**src/logic/display_settings.svh**
```systemverilog
`ifndef DISPLAY_SETTINGS_SVH
`define DISPLAY_SETTINGS_SVH

// Scan-out words per frame (64 bits each)
`define FRAME_WORDS 34560

// Colour byte and memory word widths
`define PIXEL_BITS 8
`define WRITE_BITS 32
`define READ_BITS 64

// Colour bytes packed into one write word
`define PIXELS_PER_WORD 4

// Word addresses on each port
`define READ_ADDR_BITS 16
`define WRITE_ADDR_BITS 17

`endif

```
**src/logic/displayPkg.sv**
```systemverilog
`default_nettype none

`include "display_settings.svh"

package displayPkg;

    // One pixel colour as the graphics side delivers it
    typedef logic [`PIXEL_BITS-1:0] colorByte_t;

    // Memory words on the write and read ports
    typedef logic [`WRITE_BITS-1:0] writeWord_t;
    typedef logic [`READ_BITS-1:0]  readWord_t;

    // Word addresses, write side counts 32-bit words
    typedef logic [`WRITE_ADDR_BITS-1:0] writeAddr_t;
    typedef logic [`READ_ADDR_BITS-1:0]  readAddr_t;

endpackage

`default_nettype wire

```
**src/logic/pixelPacker.sv**
```systemverilog
`default_nettype none

`include "display_settings.svh"

module pixelPacker import displayPkg::*; (
    input  logic       USER_CLK,
    input  logic       nRES_L,
    input  logic       frameStart,
    input  logic       pixelValid,
    input  colorByte_t pixelColor,
    output logic       writeEnable,
    output writeAddr_t writeAddr,
    output writeWord_t writeData
);

    localparam int countBits = $clog2(`PIXELS_PER_WORD);
    localparam logic [countBits-1:0] lastByte = countBits'(`PIXELS_PER_WORD - 1);
    localparam writeAddr_t lastWriteAddr = writeAddr_t'(2 * `FRAME_WORDS - 1);

    logic [countBits-1:0] byteCount;   // Bytes already held in shiftWord
    writeWord_t           shiftWord;
    writeWord_t           nextWord;
    logic                 wordDone;

    // Newest byte enters at the top, so the first one ends in bits 7:0
    assign nextWord = {pixelColor, shiftWord[`WRITE_BITS-1:`PIXEL_BITS]};

    // frameStart wins over a pixel in the same cycle
    assign wordDone = pixelValid && !frameStart && (byteCount == lastByte);

    always_ff @(posedge USER_CLK or posedge nRES_L) begin
        if (nRES_L) begin
            byteCount   <= '0;
            writeEnable <= 1'b0;
        end else begin
            writeEnable <= wordDone;
            if (frameStart || wordDone) begin
                byteCount <= '0;   // Partial group is dropped
            end else if (pixelValid) begin
                byteCount <= byteCount + 1'b1;
            end
        end
    end

    always_ff @(posedge USER_CLK) begin
        if (pixelValid) begin
            shiftWord <= nextWord;
        end
        if (wordDone) begin
            writeData <= nextWord;   // Held for the write strobe cycle
        end
    end

    // Address of the next write word
    // Steps once the buffer has taken the current word
    always_ff @(posedge USER_CLK or posedge nRES_L) begin
        if (nRES_L) begin
            writeAddr <= '0;
        end else if (frameStart) begin
            writeAddr <= '0;
        end else if (writeEnable) begin
            if (writeAddr == lastWriteAddr) begin
                writeAddr <= '0;
            end else begin
                writeAddr <= writeAddr + 1'b1;
            end
        end
    end

endmodule

`default_nettype wire

```
**config.mk**
```make
export PLATFORM = sky130hd
export DESIGN_NAME = pixelPacker
export DESIGN_NICKNAME = d
export VERILOG_FILES = /design/src/logic/displayPkg.sv /design/src/logic/pixelPacker.sv
export VERILOG_INCLUDE_DIRS = /design/src /design/src/logic
export SDC_FILE = /design/constraint.sdc
export NUM_CORES = 1
export LEC_CHECK = 0
export ABC_AREA = 1
export BUFFER_PORTS_ARGS = -buffer_cell sky130_fd_sc_hd__buf_2
export CORE_MARGIN = 2
export CORE_UTILIZATION = 40
export CTS_CLUSTER_SIZE = 28
export DETAILED_ROUTE_END_ITERATION = 6
export GPL_TIMING_DRIVEN = 0
export PLACE_DENSITY = 0.62
export SYNTH_ARGS = -nofsm -noshare
export SYNTH_HDL_FRONTEND = slang
export SYNTH_SLANG_ARGS = --single-unit
```
**constraint.sdc**
```tcl
create_clock -name USER_CLK -period 5.5 [get_ports USER_CLK]
set_input_delay 0.55 -clock USER_CLK [delete_from_list [all_inputs] [get_ports USER_CLK]]
set_output_delay 0.55 -clock USER_CLK [all_outputs]
set_load 0.05 [all_outputs]
```
After elaboration in Yosys (flattened, before gate mapping)
Cells that the tools add are included.
- multiplexer cells: 5
- reductions and logical operators: 6
- eq/ne operators: 2
- add/subtract/negate cells: 2
- operator list (kind ; number):
    2-to-1 mux 17 bit ; 3
    adder 17 x 1 -> 17 bit, second input constant ; 1
    == test 17 bit, second input constant ; 1
    2-to-1 mux 2 bit ; 2
    nonzero test 2 bit ; 2
    adder 2 x 1 -> 2 bit, second input constant ; 1
    == test 2 bit, second input constant ; 1
    logical AND 1 bit ; 2
    zero test 1 bit ; 1
    logical OR 1 bit ; 1
- input bits: 12
- register bits after elaboration: 84
- output and inout port bits: 50
- logic and storage cells: 20

Longest topological paths before layout
- depth after elaboration: 5
- mapped depth: 9
- depth with buffers taken out: 9

Worst setup path before layout
No wires, ideal clock.
- path kind: in2reg
- start: in frameStart
- end: reg writeData[0], enable pin
- cell stages on the path: 1
- data arrival time: 2870 ps
- buffers on the path: 0
- data required time: 5037 ps
- path slack: 2167 ps
- cells stage by stage: nor3_1
- longest elaborated chain between the ends: 3
- ends and longest elaborated chain (element ; line ; source):
    start: declaration ; pixelPacker.sv:8 ; input logic frameStart,
    zero test 1 bit ; pixelPacker.sv:29 ; assign wordDone = pixelValid && !frameStart && (byteCount == lastByte);
    logical AND 1 bit (2 in a row) ; pixelPacker.sv:29 ;
    end signal: assignment ; pixelPacker.sv:50 ; writeData <= nextWord;
    end: declaration ; pixelPacker.sv:13 ; output writeWord_t writeData
No other way between the ends.
A chain may end at the register's enable or synchronous reset.

Worst setup path in the final report
- start: in pixelValid
- end: reg writeData[6], enable pin
- longest elaborated chain between the ends: 2
- ends and longest elaborated chain (element ; line ; source):
    start: declaration ; pixelPacker.sv:9 ; input logic pixelValid,
    logical AND 1 bit (2 in a row) ; pixelPacker.sv:29 ;
    net wordDone ; pixelPacker.sv:23 ; logic wordDone;
The timed path passes the listed nets, and every way through them passes these cells.

==> results.txt <==
- Status: complete, no violations
* Worst min path class: input port to asynchronous set/reset pin
- Number of setup buffers added after CTS: 0
* Share of synthesized flip-flops with an asynchronous set or reset: 0.2632
- Wires add up to 4937 um.
- CTS tree: built
- Post-DP HPWL: 3400 um
- After synthesis the netlist holds a flip-flop and latch count of 76.
- The clock tree synthesis step divided the H-tree into 3 levels.
- The share of total power dissipated in the clock network is 0.376.
- Antenna diode count: 0
* Worst Max-Slew Pin Slew: 0.7841 ns
- Signal arrival time at the worst endpoint: 2.12 ns
- Of the total power, the share spent switching nets is 0.2377.
- Net switching power of the design: 0.0002549 W
* Minimum clock period: 2.072 ns
* Most instantiated cells after synthesis: 56 x edfxtp_1, 35 x nand2_1, 29 x nor2_1, 20 x dfrtp_1, 16 x inv_1
* Mean instance size in the synthesized netlist: 13.70 um^2
- For this run, the share of the core covered by cells in the final layout is 0.5128.
* Wire per inst: 12.86 um
- The Yosys step of the flow raised 0 warnings.
- Before antenna repair, the detailed router went through 4 iterations.
- Clock tree synthesis inserted a total of 9 buffers.
- Number of enable flip-flop cells after synthesis: 56
- Vias in the first global route: 1610
* Largest net degree at the start of global routing: 28
* Area share of the leading cell type in the synthesized netlist: 0.5900
- Once detail routing completed, the nets flagged for antenna violations numbered 0.
* Clock transition at the registers of the reported paths: 0.09 ns
* Cell Rows: 30
- # Max-Cap Violations: 0
* CP Data Required Time: 5.55 ns
- Post-place setup slack: 3.002 ns
- PwrDens: 306.1 nW/um^2
- Resized cells post-CTS: 0
- For this run, the register share of the synthesized area comes to 0.7656.
- Number of nets produced by synthesis: 222
- The final layout contains 297 nets.
- Ranked by total cell area, the synthesized netlist is headed by edfxtp_1 59%, dfrtp_1 18%, nand2_1 4.6%, nor2_1 3.8%, inv_1 2.1%.
* Share of layout cells above drive strength 1: 0.3542
- The count of final hold-check violations came to 0.
- Clock latency on the worst-skew pair, taken at its later pin, is 0.34 ns.
- Maximum single-stage delay on the critical path: 0.47 ns
- Measured along the x axis, the die boundary spans 88.42 um.
- Worst Path Max Fanout: 27
* FILL cells: 639
* Area of the mapped netlist: 2850 um^2
- Worst clock skew: 0.01098 ns
- Global-route wire length before repair: 7590 um
- Maximum count of clock buffers along a single path: 2
- Total congestion overflow after global routing: 0
- Pins Over Slew Limit: 0
- Number of instances in the synthesized netlist: 208
- Adding up every negative setup slack in the final design gives 0 ns.
* Internal power: 0.0008174 W
- In the global route stage, overall resource usage came out at 0.1309.
* Overall die area: 7817 um^2
* Number of clock sinks: 76
* Distinct cells, synth: 25
- In the synthesized netlist the dominant register cell turns out to be edfxtp_1.
- Clock tree synthesis selected as its root buffer the cell clkbuf_8.
* Final worst-path setup slack: 3.428 ns
- Worst-case vdd ir drop: 0.2459 mV
- The worst pin sits at a relative slew slack of 0.4767.
- edfxtp_1 takes more of the synthesized area than any other cell.
* Signed area change from the synthesized netlist to the final layout: 22.91%
* Via density: 4.531
* Worst path slowest cell: buf_2
* DRC: 0
- Static timing analysis puts the maximum clock frequency at 482.7 MHz.
- Among the stages of the critical path, the cell type that occurs most often is buf_6.
- After the first detailed-routing iteration, the DRC count stood at 84.
* Number of buffers inserted for hold repair after clock tree synthesis: 0
* Die Y: 88.42 um
- The setup path with the least slack is of type input port to flop.
* Total leakage power: 1.463 nW
- Once placement completed, the tool counted placed cells totaling 368.
- Setup repair after global routing left no endpoint under its margin.
- Routability congestion estimate: 0.8433
- Antenna violations before repair: 0
- The share of total power dissipated in sequential elements is 0.597.
- Leaving out filler cells and counting taps, the final layout contains 384.
* Fraction of power consumed by combinational cells: 0.027
- Startpoint Class: input port
* Initial Util: 0.4172
* I/O Buffers: 61
- Setup violations remaining at the end of the flow were counted as 0.
- Core ar.: 6832 um^2
* Crit share post-route: 0.3767
- Yosys instantiated no cell more often than edfxtp_1.
- The worst setup path is captured at a flop.
- The routed layout has 1740 vias.
- The critical path goes through buf_2, inv_1, nor3_2, buf_6, buf_6, buf_6.
- Number of top-level pins: 62
==> registers in the layout (all words and copies together), names as in the netlist <==
name,cells
writeData,32
writeEnable,1
byteCount,2
writeAddr,17
shiftWord,24
==> worst max-delay path, delay by kind of cell <==
| family | cells | cell delay (ns) |
|---|---|---|
| simple gates | 1 | 0.34 |
| buf+inv | 5 | 1.21 |
==> routing by layer <==
metal,GRT usage,vias to the layer above,part of all wire
met5,0,-,0
met2,0.1969,42,0.47
li1,-,861,-
met4,0.06198,0,0.012
met3,0.04104,6,0.051
met1,0.1739,831,0.47
==> power by group through the flow <==
stage	sequential [W]	combinational, W	clock [W]
global placement	0.000652	0.0000279	0
global route	0.000643	0.0000319	0.000435
floorplan	0.000656	0.0000106	0
CTS	0.000641	0.0000292	0.000417
detailed placement	0.000654	0.0000291	0
finish	0.000641	0.0000285	0.000403
==> final timing paths <==
kind	from	endpoint	slack, ns	cells after the start
setup / recovery	pixelValid	writeData[6]	3.43	6
hold / removal	nRES_L	writeAddr[0]	0.34	2
setup reg to reg	byteCount[0]	writeData[6]	3.72	6
hold reg to reg	shiftWord[10]	writeData[2]	0.43	0
max in group asynchronous	nRES_L	writeAddr[16]	4.66	2
min in group USER_CLK	pixelColor[5]	writeData[29]	0.39	1
==> layout by cell type, fill, tap and decap left out, types with 5 or more instances in the layout <==
master / instances
nand2_2: 5
dfrtp_1: 20
edfxtp_1: 56
nand4_1: 7
inv_1: 16
buf_2: 61
o21ai_0: 5
clkbuf_8: 9
nor2_1: 29
nand2_1: 35
==> logic make-up (layout without fill, tap and decap cells) <==
kind of cell    Yosys count  in the layout  synth area share
simple gates             93             93            0.1558
compound gates           10             10           0.02326
flops                    76             76            0.7656
fa+ha+maj                 2              2          0.008778
buf+inv                  21            101           0.02809
xor+xnor                  6              6           0.01844
==> metrics by stage <==
stage	hold slack, ns	power (W)	area (um^2)
floorplan	0.4003	0.0006668	2850
global placement	0.4019	0.0006802	3276
detailed placement	0.4070	0.0006828	3314
CTS	0.3563	0.001087	3503
global route	0.3763	0.001109	3503
finish	0.3382	0.001072	3503
==> final cells by class <==
cell class	count	area (um^2)	share of cell area
well taps	96	120.1	0.03429
multi-input cells	111	593.1	0.1693
flip-flops and latches	76	2182	0.6229
inverters	21	80.08	0.02286
clock inverters	7	65.06	0.01857
clock buffers	9	123.9	0.03536
repair buffers	64	339.1	0.09679
Power figures use the tool's default switching activity.
