$ cat src/logic/display_settings.svh
`ifndef DISPLAY_SETTINGS_SVH
`define DISPLAY_SETTINGS_SVH

// Scan-out words per frame (64 bits each)
`define FRAME_WORDS 34560

// Colour byte and memory word widths
`define PIXEL_BITS 8
`define WRITE_BITS 32
`define READ_BITS 64

// Colour bytes packed into one write word
`define PIXELS_PER_WORD 4

// Word addresses on each port
`define READ_ADDR_BITS 16
`define WRITE_ADDR_BITS 17

`endif

$ cat src/logic/displayPkg.sv
`default_nettype none

`include "display_settings.svh"

package displayPkg;

    // One pixel colour as the graphics side delivers it
    typedef logic [`PIXEL_BITS-1:0] colorByte_t;

    // Memory words on the write and read ports
    typedef logic [`WRITE_BITS-1:0] writeWord_t;
    typedef logic [`READ_BITS-1:0]  readWord_t;

    // Word addresses, write side counts 32-bit words
    typedef logic [`WRITE_ADDR_BITS-1:0] writeAddr_t;
    typedef logic [`READ_ADDR_BITS-1:0]  readAddr_t;

endpackage

`default_nettype wire

$ cat src/logic/scanoutReader.sv
`default_nettype none

`include "display_settings.svh"

module scanoutReader import displayPkg::*; (
    input  logic      USER_CLK,
    input  logic      nRES_L,
    input  logic      request,
    output logic      readEnable,
    output readAddr_t readAddr,
    input  readWord_t readData,
    output readWord_t scanData,
    output logic      scanValid
);

    localparam readAddr_t lastReadAddr = readAddr_t'(`FRAME_WORDS - 1);

    logic readPending;   // Buffer output holds a requested word

    // Each request reads straight away at the current address
    assign readEnable = request;

    always_ff @(posedge USER_CLK or posedge nRES_L) begin
        if (nRES_L) begin
            readAddr    <= '0;
            readPending <= 1'b0;
            scanValid   <= 1'b0;
        end else begin
            readPending <= request;
            scanValid   <= readPending;
            if (request) begin
                // Wrap at the frame's last word
                if (readAddr == lastReadAddr) begin
                    readAddr <= '0;
                end else begin
                    readAddr <= readAddr + 1'b1;
                end
            end
        end
    end

    // Second pipeline stage, keeps up with a request every cycle
    always_ff @(posedge USER_CLK) begin
        if (readPending) begin
            scanData <= readData;
        end
    end

endmodule

`default_nettype wire

$ cat config.mk
export PLATFORM = sky130hd
export DESIGN_NAME = scanoutReader
export DESIGN_NICKNAME = d
export VERILOG_FILES = /design/src/logic/displayPkg.sv /design/src/logic/scanoutReader.sv
export VERILOG_INCLUDE_DIRS = /design/src /design/src/logic
export SDC_FILE = /design/constraint.sdc
export NUM_CORES = 1
export LEC_CHECK = 0
export ABC_AREA = 1
export BUFFER_PORTS_ARGS = -buffer_cell sky130_fd_sc_hd__buf_2
export CAP_MARGIN = 15
export CORE_MARGIN = 1
export CORE_UTILIZATION = 47
export CTS_BUF_LIST = sky130_fd_sc_hd__clkbuf_2
export CTS_CLUSTER_SIZE = 10
export DETAILED_ROUTE_END_ITERATION = 8
export PLACE_DENSITY_LB_ADDON = 0.3
export SKIP_CTS_REPAIR_TIMING = 1
export SYNTH_ARGS = -nofsm -noshare
export SYNTH_HDL_FRONTEND = slang
export SYNTH_SLANG_ARGS = --single-unit
$ cat constraint.sdc
create_clock -name USER_CLK -period 2.79 [get_ports USER_CLK]
set_input_delay 0.279 -clock USER_CLK [delete_from_list [all_inputs] [get_ports USER_CLK]]
set_output_delay 0.279 -clock USER_CLK [all_outputs]
set_load 0.02 [all_outputs]
---- Word-level counts from Yosys, hierarchy flattened ----
Index checks and enable logic that the tools add are counted.
word-level totals
  input bits .............................. 67
  flip-flop bits (word level) ............. 82
  output and inout port bits .............. 82
  logic and storage cells ................. 7
operators by class
  equality and inequality tests ........... 1
  muxes and demuxes ....................... 1
  $add $sub $neg .......................... 1
operators with widths
  cell                                                              number
  16-bit by 1-bit adder with 16-bit output (second input constant)  1
  16-bit == test (second input constant)                            1
  16-bit two-way mux                                                1

---- Longest topological paths before layout ----
Gate-level depths: netlist of the first run.
  depth in word-level cells ............... 2
  gate-level depth with buffers ........... 9

---- Least setup slack after synthesis of the first run ----
OpenSTA, ideal clock, no wires.
  path kind ............................... reg2reg
  start ................................... register readPending
  end ..................................... register scanData[0] (enable)
  stages on the path, launching flop included .. 1
  buffers on the path ..................... 0
  setup time .............................. 0.422 ns
  period minus slack after synthesis ...... 2.020 ns
  slack ................................... 0.770 ns
  arrival ................................. 1.599 ns
  data required time ...................... 2.368 ns
  path through ............................ dfrtp_1
RTL lines
  element                 RTL line             RTL
  from (decl)             scanoutReader.sv:18  logic readPending;
  from (signal assigned)  scanoutReader.sv:29  readPending <= request;
  to (signal assigned)    scanoutReader.sv:45  scanData <= readData;
  to (decl)               scanoutReader.sv:12  output readWord_t scanData,
No word-level cell between the ends.

---- Worst setup path in the final report of the first run ----
  start ................................... input request
  end ..................................... output readEnable
RTL lines
  element      RTL line            RTL
  from (decl)  scanoutReader.sv:8  input logic request,
  to (decl)    scanoutReader.sv:9  output logic readEnable,
No word-level cell between the ends.

==> flow_summary.json, run 1 <==
{
  "outcome": "complete, no violations",
  "yosysMostFrequentCell": "edfxtp_1",
  "synth-seq-cells": 82,
  "drc": 0,
  "critPathCaptureType": "output pin",
  "fin_skew_ns": 0.03883,
  "tns_ns": 0,
  "cts_inserted_buffers": 9,
  "grt_pass1_vias": 1997,
  "setup_violations": 0,
  "path_class": "primary input to output pin",
  "finalPower_uw": 3153,
  "holdCritPathClass": "primary input to asynchronous set/reset pin",
  "dieArea_um2": 6633,
  "critPathArrivalTime_ns": 1.32,
  "met3_usage": 0.05889,
  "power_density_nw_per_um2": 687.5,
  "critPathRequiredTime_ns": 2.51,
  "gp_congestion": 0.8905,
  "path_cells": "dlygate4sd3_1, buf_2, buf_2",
  "synth_fp_nets": 273,
  "drive_gt1_frac": 0.4124,
  "cts-root-buf": "clkbuf_2",
  "rows": 28,
  "nNetsFinal": 497,
  "use_met2": 0.3583,
  "yosys.area.top_type_share": 0.6478,
  "yosysTopAreaCell": "edfxtp_1",
  "fin_area_um2": 4586,
  "syn_area_um2": 2967,
  "yosysWarnings": 0,
  "grt_overflow_total": 0,
  "dpl_cell_area_um2": 3807,
  "die_h_um": 81.45,
  "synth-edff-count": 64,
  "vias": 2447,
  "timing.rr.start": "readAddr[0]",
  "grt_use_met1": 0.2528,
  "period_needed_ns": 1.596,
  "tightest_slew_ns": 0.6947,
  "grt_usage": 0.2134,
  "h-tree-depth": 3,
  "core_um2": 5991,
  "antenna_found_initial": 0,
  "worstSetupStartpoint": "request",
  "clk_pin_slew_ns": 0.22,
  "drt_iter0_drc": 196,
  "grt_pass1_wl_um": 10030,
  "path_max_fanout": 14,
  "slew-limit-headroom": 0.5363,
  "peakVddDrop_mv": 0.5345,
  "initial_core_util": 0.4952,
  "grt_setup_unrepaired": "false",
  "syn_area_per_cell_um2": 14.47,
  "slowest_stage": "dlygate4sd3_1",
  "max_cap_violations": 0,
  "insertion_delay_ns": 0.56,
  "grt_busiest_layer": "met2",
  "seqCellArea_um2": 2374,
  "io_buffers": 148,
  "timing.fmax_mhz": 626.4,
  "wl_per_cell_um": 17.15,
  "synth.area.top_cells": "edfxtp_1 65%, dfrtp_1 15%, nand2_1 3.8%",
  "synthDistinctLibCells": 20,
  "fin_crit_sh": 0.5722,
  "io_pins": 149,
  "synthArstFlopShare": 0.2195,
  "cts_tree": "yes",
  "p_leak_uw": 0.002170,
  "slew_viol_final": 0,
  "crit_path_start_kind": "primary input",
  "antenna_left": 0,
  "cts_max_path_buffers": 2,
  "vias_per_cell": 4.798,
  "routed_wl_um": 8745,
  "firstDrtPassIters": 4,
  "dp_hpwl_um": 5206,
  "grt_max_degree": 47,
  "finalHoldViolCount": 0,
  "area_growth_pct": 54.58,
  "syn_inst": 205,
  "whs_ns": 0.3689,
  "clock_sinks": 82,
  "synth_common_cells": "64 x edfxtp_1, 30 x nand2_1, 25 x nor2_1",
  "n_fill_cell": 355,
  "synthFlopType": "edfxtp_1",
  "multiInputGateArea_um2": 481.7,
  "critPathMaxStageDelay_ns": 0.52,
  "crit_top_cell": "buf_2",
  "die_w_um": 81.45,
  "yosysSeqAreaShare": 0.7997
}
## per-layer routing
metal | vias up | wire (um)
met5 | - | 0
met4 | 0 | 194
met3 | 19 | 677
met2 | 132 | 4524
met1 | 1154 | 3348
li1 | 1142 | -
## registers in the layout, summed over array words and instances (netlist names)
signal / count
scanData: 64
readAddr: 16
readPending: 1
scanValid: 1
## power breakdown
group          internal (uW)  switching, uW
clock network            213            419
logic                    341            536
registers               1470            174
## cells in the final DEF, fill, tap and decap left out
cell and instances:
a21oi_1 1, buf_12 1, buf_2 148, bufinv_16 1, clkbuf_2 10, clkinv_1 1
clkinv_2 1, clkinv_4 2, dfrtp_1 17, dfrtp_2 1, diode_2 1, dlygate4sd3_1 66
edfxtp_1 64, ha_1 1, inv_1 22, inv_2 4, inv_6 1, mux2i_1 1
nand2_1 30, nand2_2 4, nand3_1 12, nand3_2 2, nand4_1 5, nor2_1 25
nor2_2 2, nor2_4 2, nor3_1 1, o21ai_1 2, xnor2_1 3, xor2_1 4
## metrics by stage
step	std cells	util	setup slack (ns)
global route	509	0.7650	1.172
floorplan	205	-	0.7697
CTS	443	0.6548	1.248
detailed placement	427	0.6355	1.410
global placement	427	0.6355	1.492
finish	510	0.7655	1.194
## cell families (layout without fill, tap and decap cells)
kind of cell | Yosys count | in the layout | share of synthesized area
simple gates | 83 | 83 | 0.1291
flops | 82 | 82 | 0.7997
buf+inv | 28 | 257 | 0.03796
xor+xnor | 7 | 7 | 0.02067
compound gates | 3 | 3 | 0.005060
fa+ha+maj | 1 | 1 | 0.004217
mux | 1 | 1 | 0.003374
other cells | 0 | 1 | 0
## worst max-delay path, delay by kind of cell
| kind | cells | cell delay (ns) |
|---|---|---|
| buffers and inverters | 3 | 1.04 |
## final cells by class
cell class | instances | share of cell area
well taps | 75 | 0.02046
clock inverters | 6 | 0.01419
repair buffers | 215 | 0.3100
flip-flops and latches | 82 | 0.5176
clock buffers | 10 | 0.01091
inverters | 26 | 0.02128
multi-input cells | 95 | 0.1050
diodes | 1 | 0.0005457
## path summary, 6_finish.rpt
path	to	cells past startpoint	slack, ns
worst max-delay path	readEnable	3	1.19
worst min register to register	readAddr[13]	1	0.56
worst min-delay path	scanValid	3	0.37
min in group USER_CLK	scanData[19]	2	0.41
max in group asynchronous	readAddr[4]	3	1.94
worst max register to register	readAddr[12]	8	1.37
Power figures use the tool's default switching activity.
==> inputs of run 2 (changes only) <==
Clock period 2.79 ns to 1.6 ns, I/O delays scaled along.
==> run 2 against run 1 <==
Against the previous run: final cell count is 0.59% higher; clock skew is 0.0092 ns higher; first-iteration DRC count is 35% lower; sequential share of layout area is 0.32 points lower; register-to-register slack worse by 1.2 ns; combinational power is 74% higher; critical path depth is 2 lower; global-route usage is 0.077 points higher; die area stayed put; sequential power is 76% higher; non-clock buffer count is 3 higher; flip-flop and latch count stayed put; highest routed layer unchanged.
==> flow_summary.json, run 2 (synthesis results as in run 1) <==
{
  "slew-limit-headroom": 0.6613,
  "routed_wl_um": 8502,
  "drt_iter0_drc": 128,
  "fin_area_um2": 4614,
  "fin_crit_sh": 0.8819,
  "die_h_um": 81.45,
  "grt_pass1_wl_um": 10120,
  "peakVddDrop_mv": 1.003,
  "area_growth_pct": 55.55,
  "slowest_stage": "dfrtp_1",
  "crit_buf_inv": 1,
  "power_density_nw_per_um2": 1164,
  "grt_pass1_vias": 1973,
  "p_switching_uw": 1987,
  "cts-root-buf": "clkbuf_2",
  "die_w_um": 81.45,
  "power_frac_comb": 0.285,
  "insertion_delay_ns": 0.53,
  "critPathMaxStageDelay_ns": 0.53,
  "tightest_slew_ns": 0.5080,
  "grt_overflow_total": 0,
  "regMostFlops": "scanData",
  "use_met2": 0.3575,
  "p_int_uw": 3384,
  "antenna_found_initial": 1,
  "holdCritPathClass": "primary input to asynchronous set/reset pin",
  "p_leak_uw": 0.002179,
  "grt_use_met1": 0.2513,
  "tns_ns": 0,
  "nNetsFinal": 500,
  "outcome": "complete, no violations",
  "core_um2": 5991,
  "dpl_worst_slack_ns": 0.2374,
  "antenna_left": 0,
  "timing.fmax_mhz": 708.7,
  "largest_register_ffs": 64,
  "initial_core_util": 0.4952,
  "drc": 0,
  "n_fill_cell": 369,
  "finalHoldViolCount": 0,
  "sequentialPowerShare": 0.535,
  "critical_path.top_delay_family": "flip-flops",
  "pwr-share-clk": 0.180,
  "grt_setup_unrepaired": "false",
  "path_cells": "buf_2",
  "final_common_cell": "buf_2",
  "firstDrtPassIters": 4,
  "setup_violations": 0,
  "cts_inserted_buffers": 9,
  "fin_skew_ns": 0.04802,
  "wl_per_cell_um": 16.57,
  "drive_gt1_frac": 0.4188,
  "cts_tree": "yes",
  "dieArea_um2": 6633,
  "rows": 28,
  "io_pins": 149,
  "crit_path_start_kind": "flip-flop",
  "fin_cells": 513,
  "p_sw_frac": 0.3699,
  "path_class": "flip-flop to output pin",
  "grt_busiest_layer": "met2",
  "max_cap_violations": 0,
  "grt_max_degree": 24,
  "vias": 2453,
  "setup_ws_ns": 0.1889,
  "period_needed_ns": 1.411,
  "slew_viol_final": 0,
  "h-tree-depth": 3,
  "largestRegisters": "scanData (64), readAddr (16)",
  "dp_hpwl_um": 5378,
  "clock_sinks": 82,
  "grt_usage": 0.2142,
  "dpl_cell_area_um2": 3855,
  "critPathArrivalTime_ns": 1.25,
  "dpl.cell_count": 430,
  "cts_max_path_buffers": 2,
  "io_buffers": 148,
  "path_max_fanout": 8,
  "vias_per_cell": 4.782,
  "final_cell_mix": "148 x buf_2, 66 x dlygate4sd3_1, 64 x edfxtp_1, 30 x nand2_1, 25 x nor2_1",
  "gp_congestion": 0.8960,
  "critPathRequiredTime_ns": 1.44,
  "met3_usage": 0.06444,
  "critPathCaptureType": "output pin",
  "clk_pin_slew_ns": 0.21
}
==> run 2: cell types whose count changed in the layout (fill, tap and decap cells not counted) <==
cell | previous run | this run
bufinv_16 | 1 | 0
buf_12 | 1 | 3
clkinvlp_4 | 0 | 2
clkinv_1 | 1 | 0
inv_6 | 1 | 3
clkinv_2 | 1 | 2
clkinv_4 | 2 | 0
buf_4 | 0 | 1
clkbuf_2 | 10 | 9
==> run 2: routing by layer <==
layer / vias to the layer above / part of all wire / wire length [um]
li1: 1150 / - / -
met1: 1143 / 0.37 / 3163
met4: 0 / 0.035 / 297
met2: 131 / 0.51 / 4330
met5: - / 0 / 0
met3: 29 / 0.084 / 711
==> run 2: path summary, 6_finish.rpt <==
| kind | depth (start not counted) | slack, ns | start | end |
|---|---|---|---|---|
| worst min-delay path | 4 | 0.20 | nRES_L | scanValid |
| worst max-delay path | 1 | 0.19 | readAddr[8] | readAddr[8] |
| worst max register to register | 8 | 0.21 | readAddr[0] | readAddr[12] |
| worst min register to register | 1 | 0.57 | readAddr[13] | readAddr[13] |
| min in group USER_CLK | 2 | 0.31 | readData[22] | scanData[22] |
| max in group asynchronous | 4 | 1.18 | nRES_L | readPending |
==> run 2: stage by stage <==
step | hold slack [ns] | total power (uW) | util
after floorplan | 0.09850 | 3778 | -
after global placement | 0.1911 | 4261 | 0.6435
after detailed placement | 0.1922 | 4307 | 0.6435
after CTS | -0.3867 | 5227 | 0.6596
after global routing | 0.1719 | 5707 | 0.7703
final | 0.1956 | 5370 | 0.7703
==> run 2: final cells by class <==
cell class / count / area, um2 / share of cell area
Tap cell: 75 / 93.84 / 0.02034
Clock buffer: 9 / 45.04 / 0.009761
Sequential cell: 82 / 2374 / 0.5144
Clock inverter: 7 / 51.30 / 0.01112
Inverter: 26 / 97.59 / 0.02115
Multi-Input combinational cell: 95 / 481.7 / 0.1044
Antenna cell: 1 / 2.502 / 0.0005423
Timing Repair Buffer: 218 / 1469 / 0.3183
==> run 2: power groups by stage <==
stage | Combinational [uW] | Clock, uW | Sequential (uW)
floorplan | 595 | 0 | 3180
global placement | 1370 | 0 | 2890
detailed placement | 1400 | 0 | 2910
CTS | 1400 | 963 | 2870
global route | 1710 | 1080 | 2920
finish | 1530 | 965 | 2880
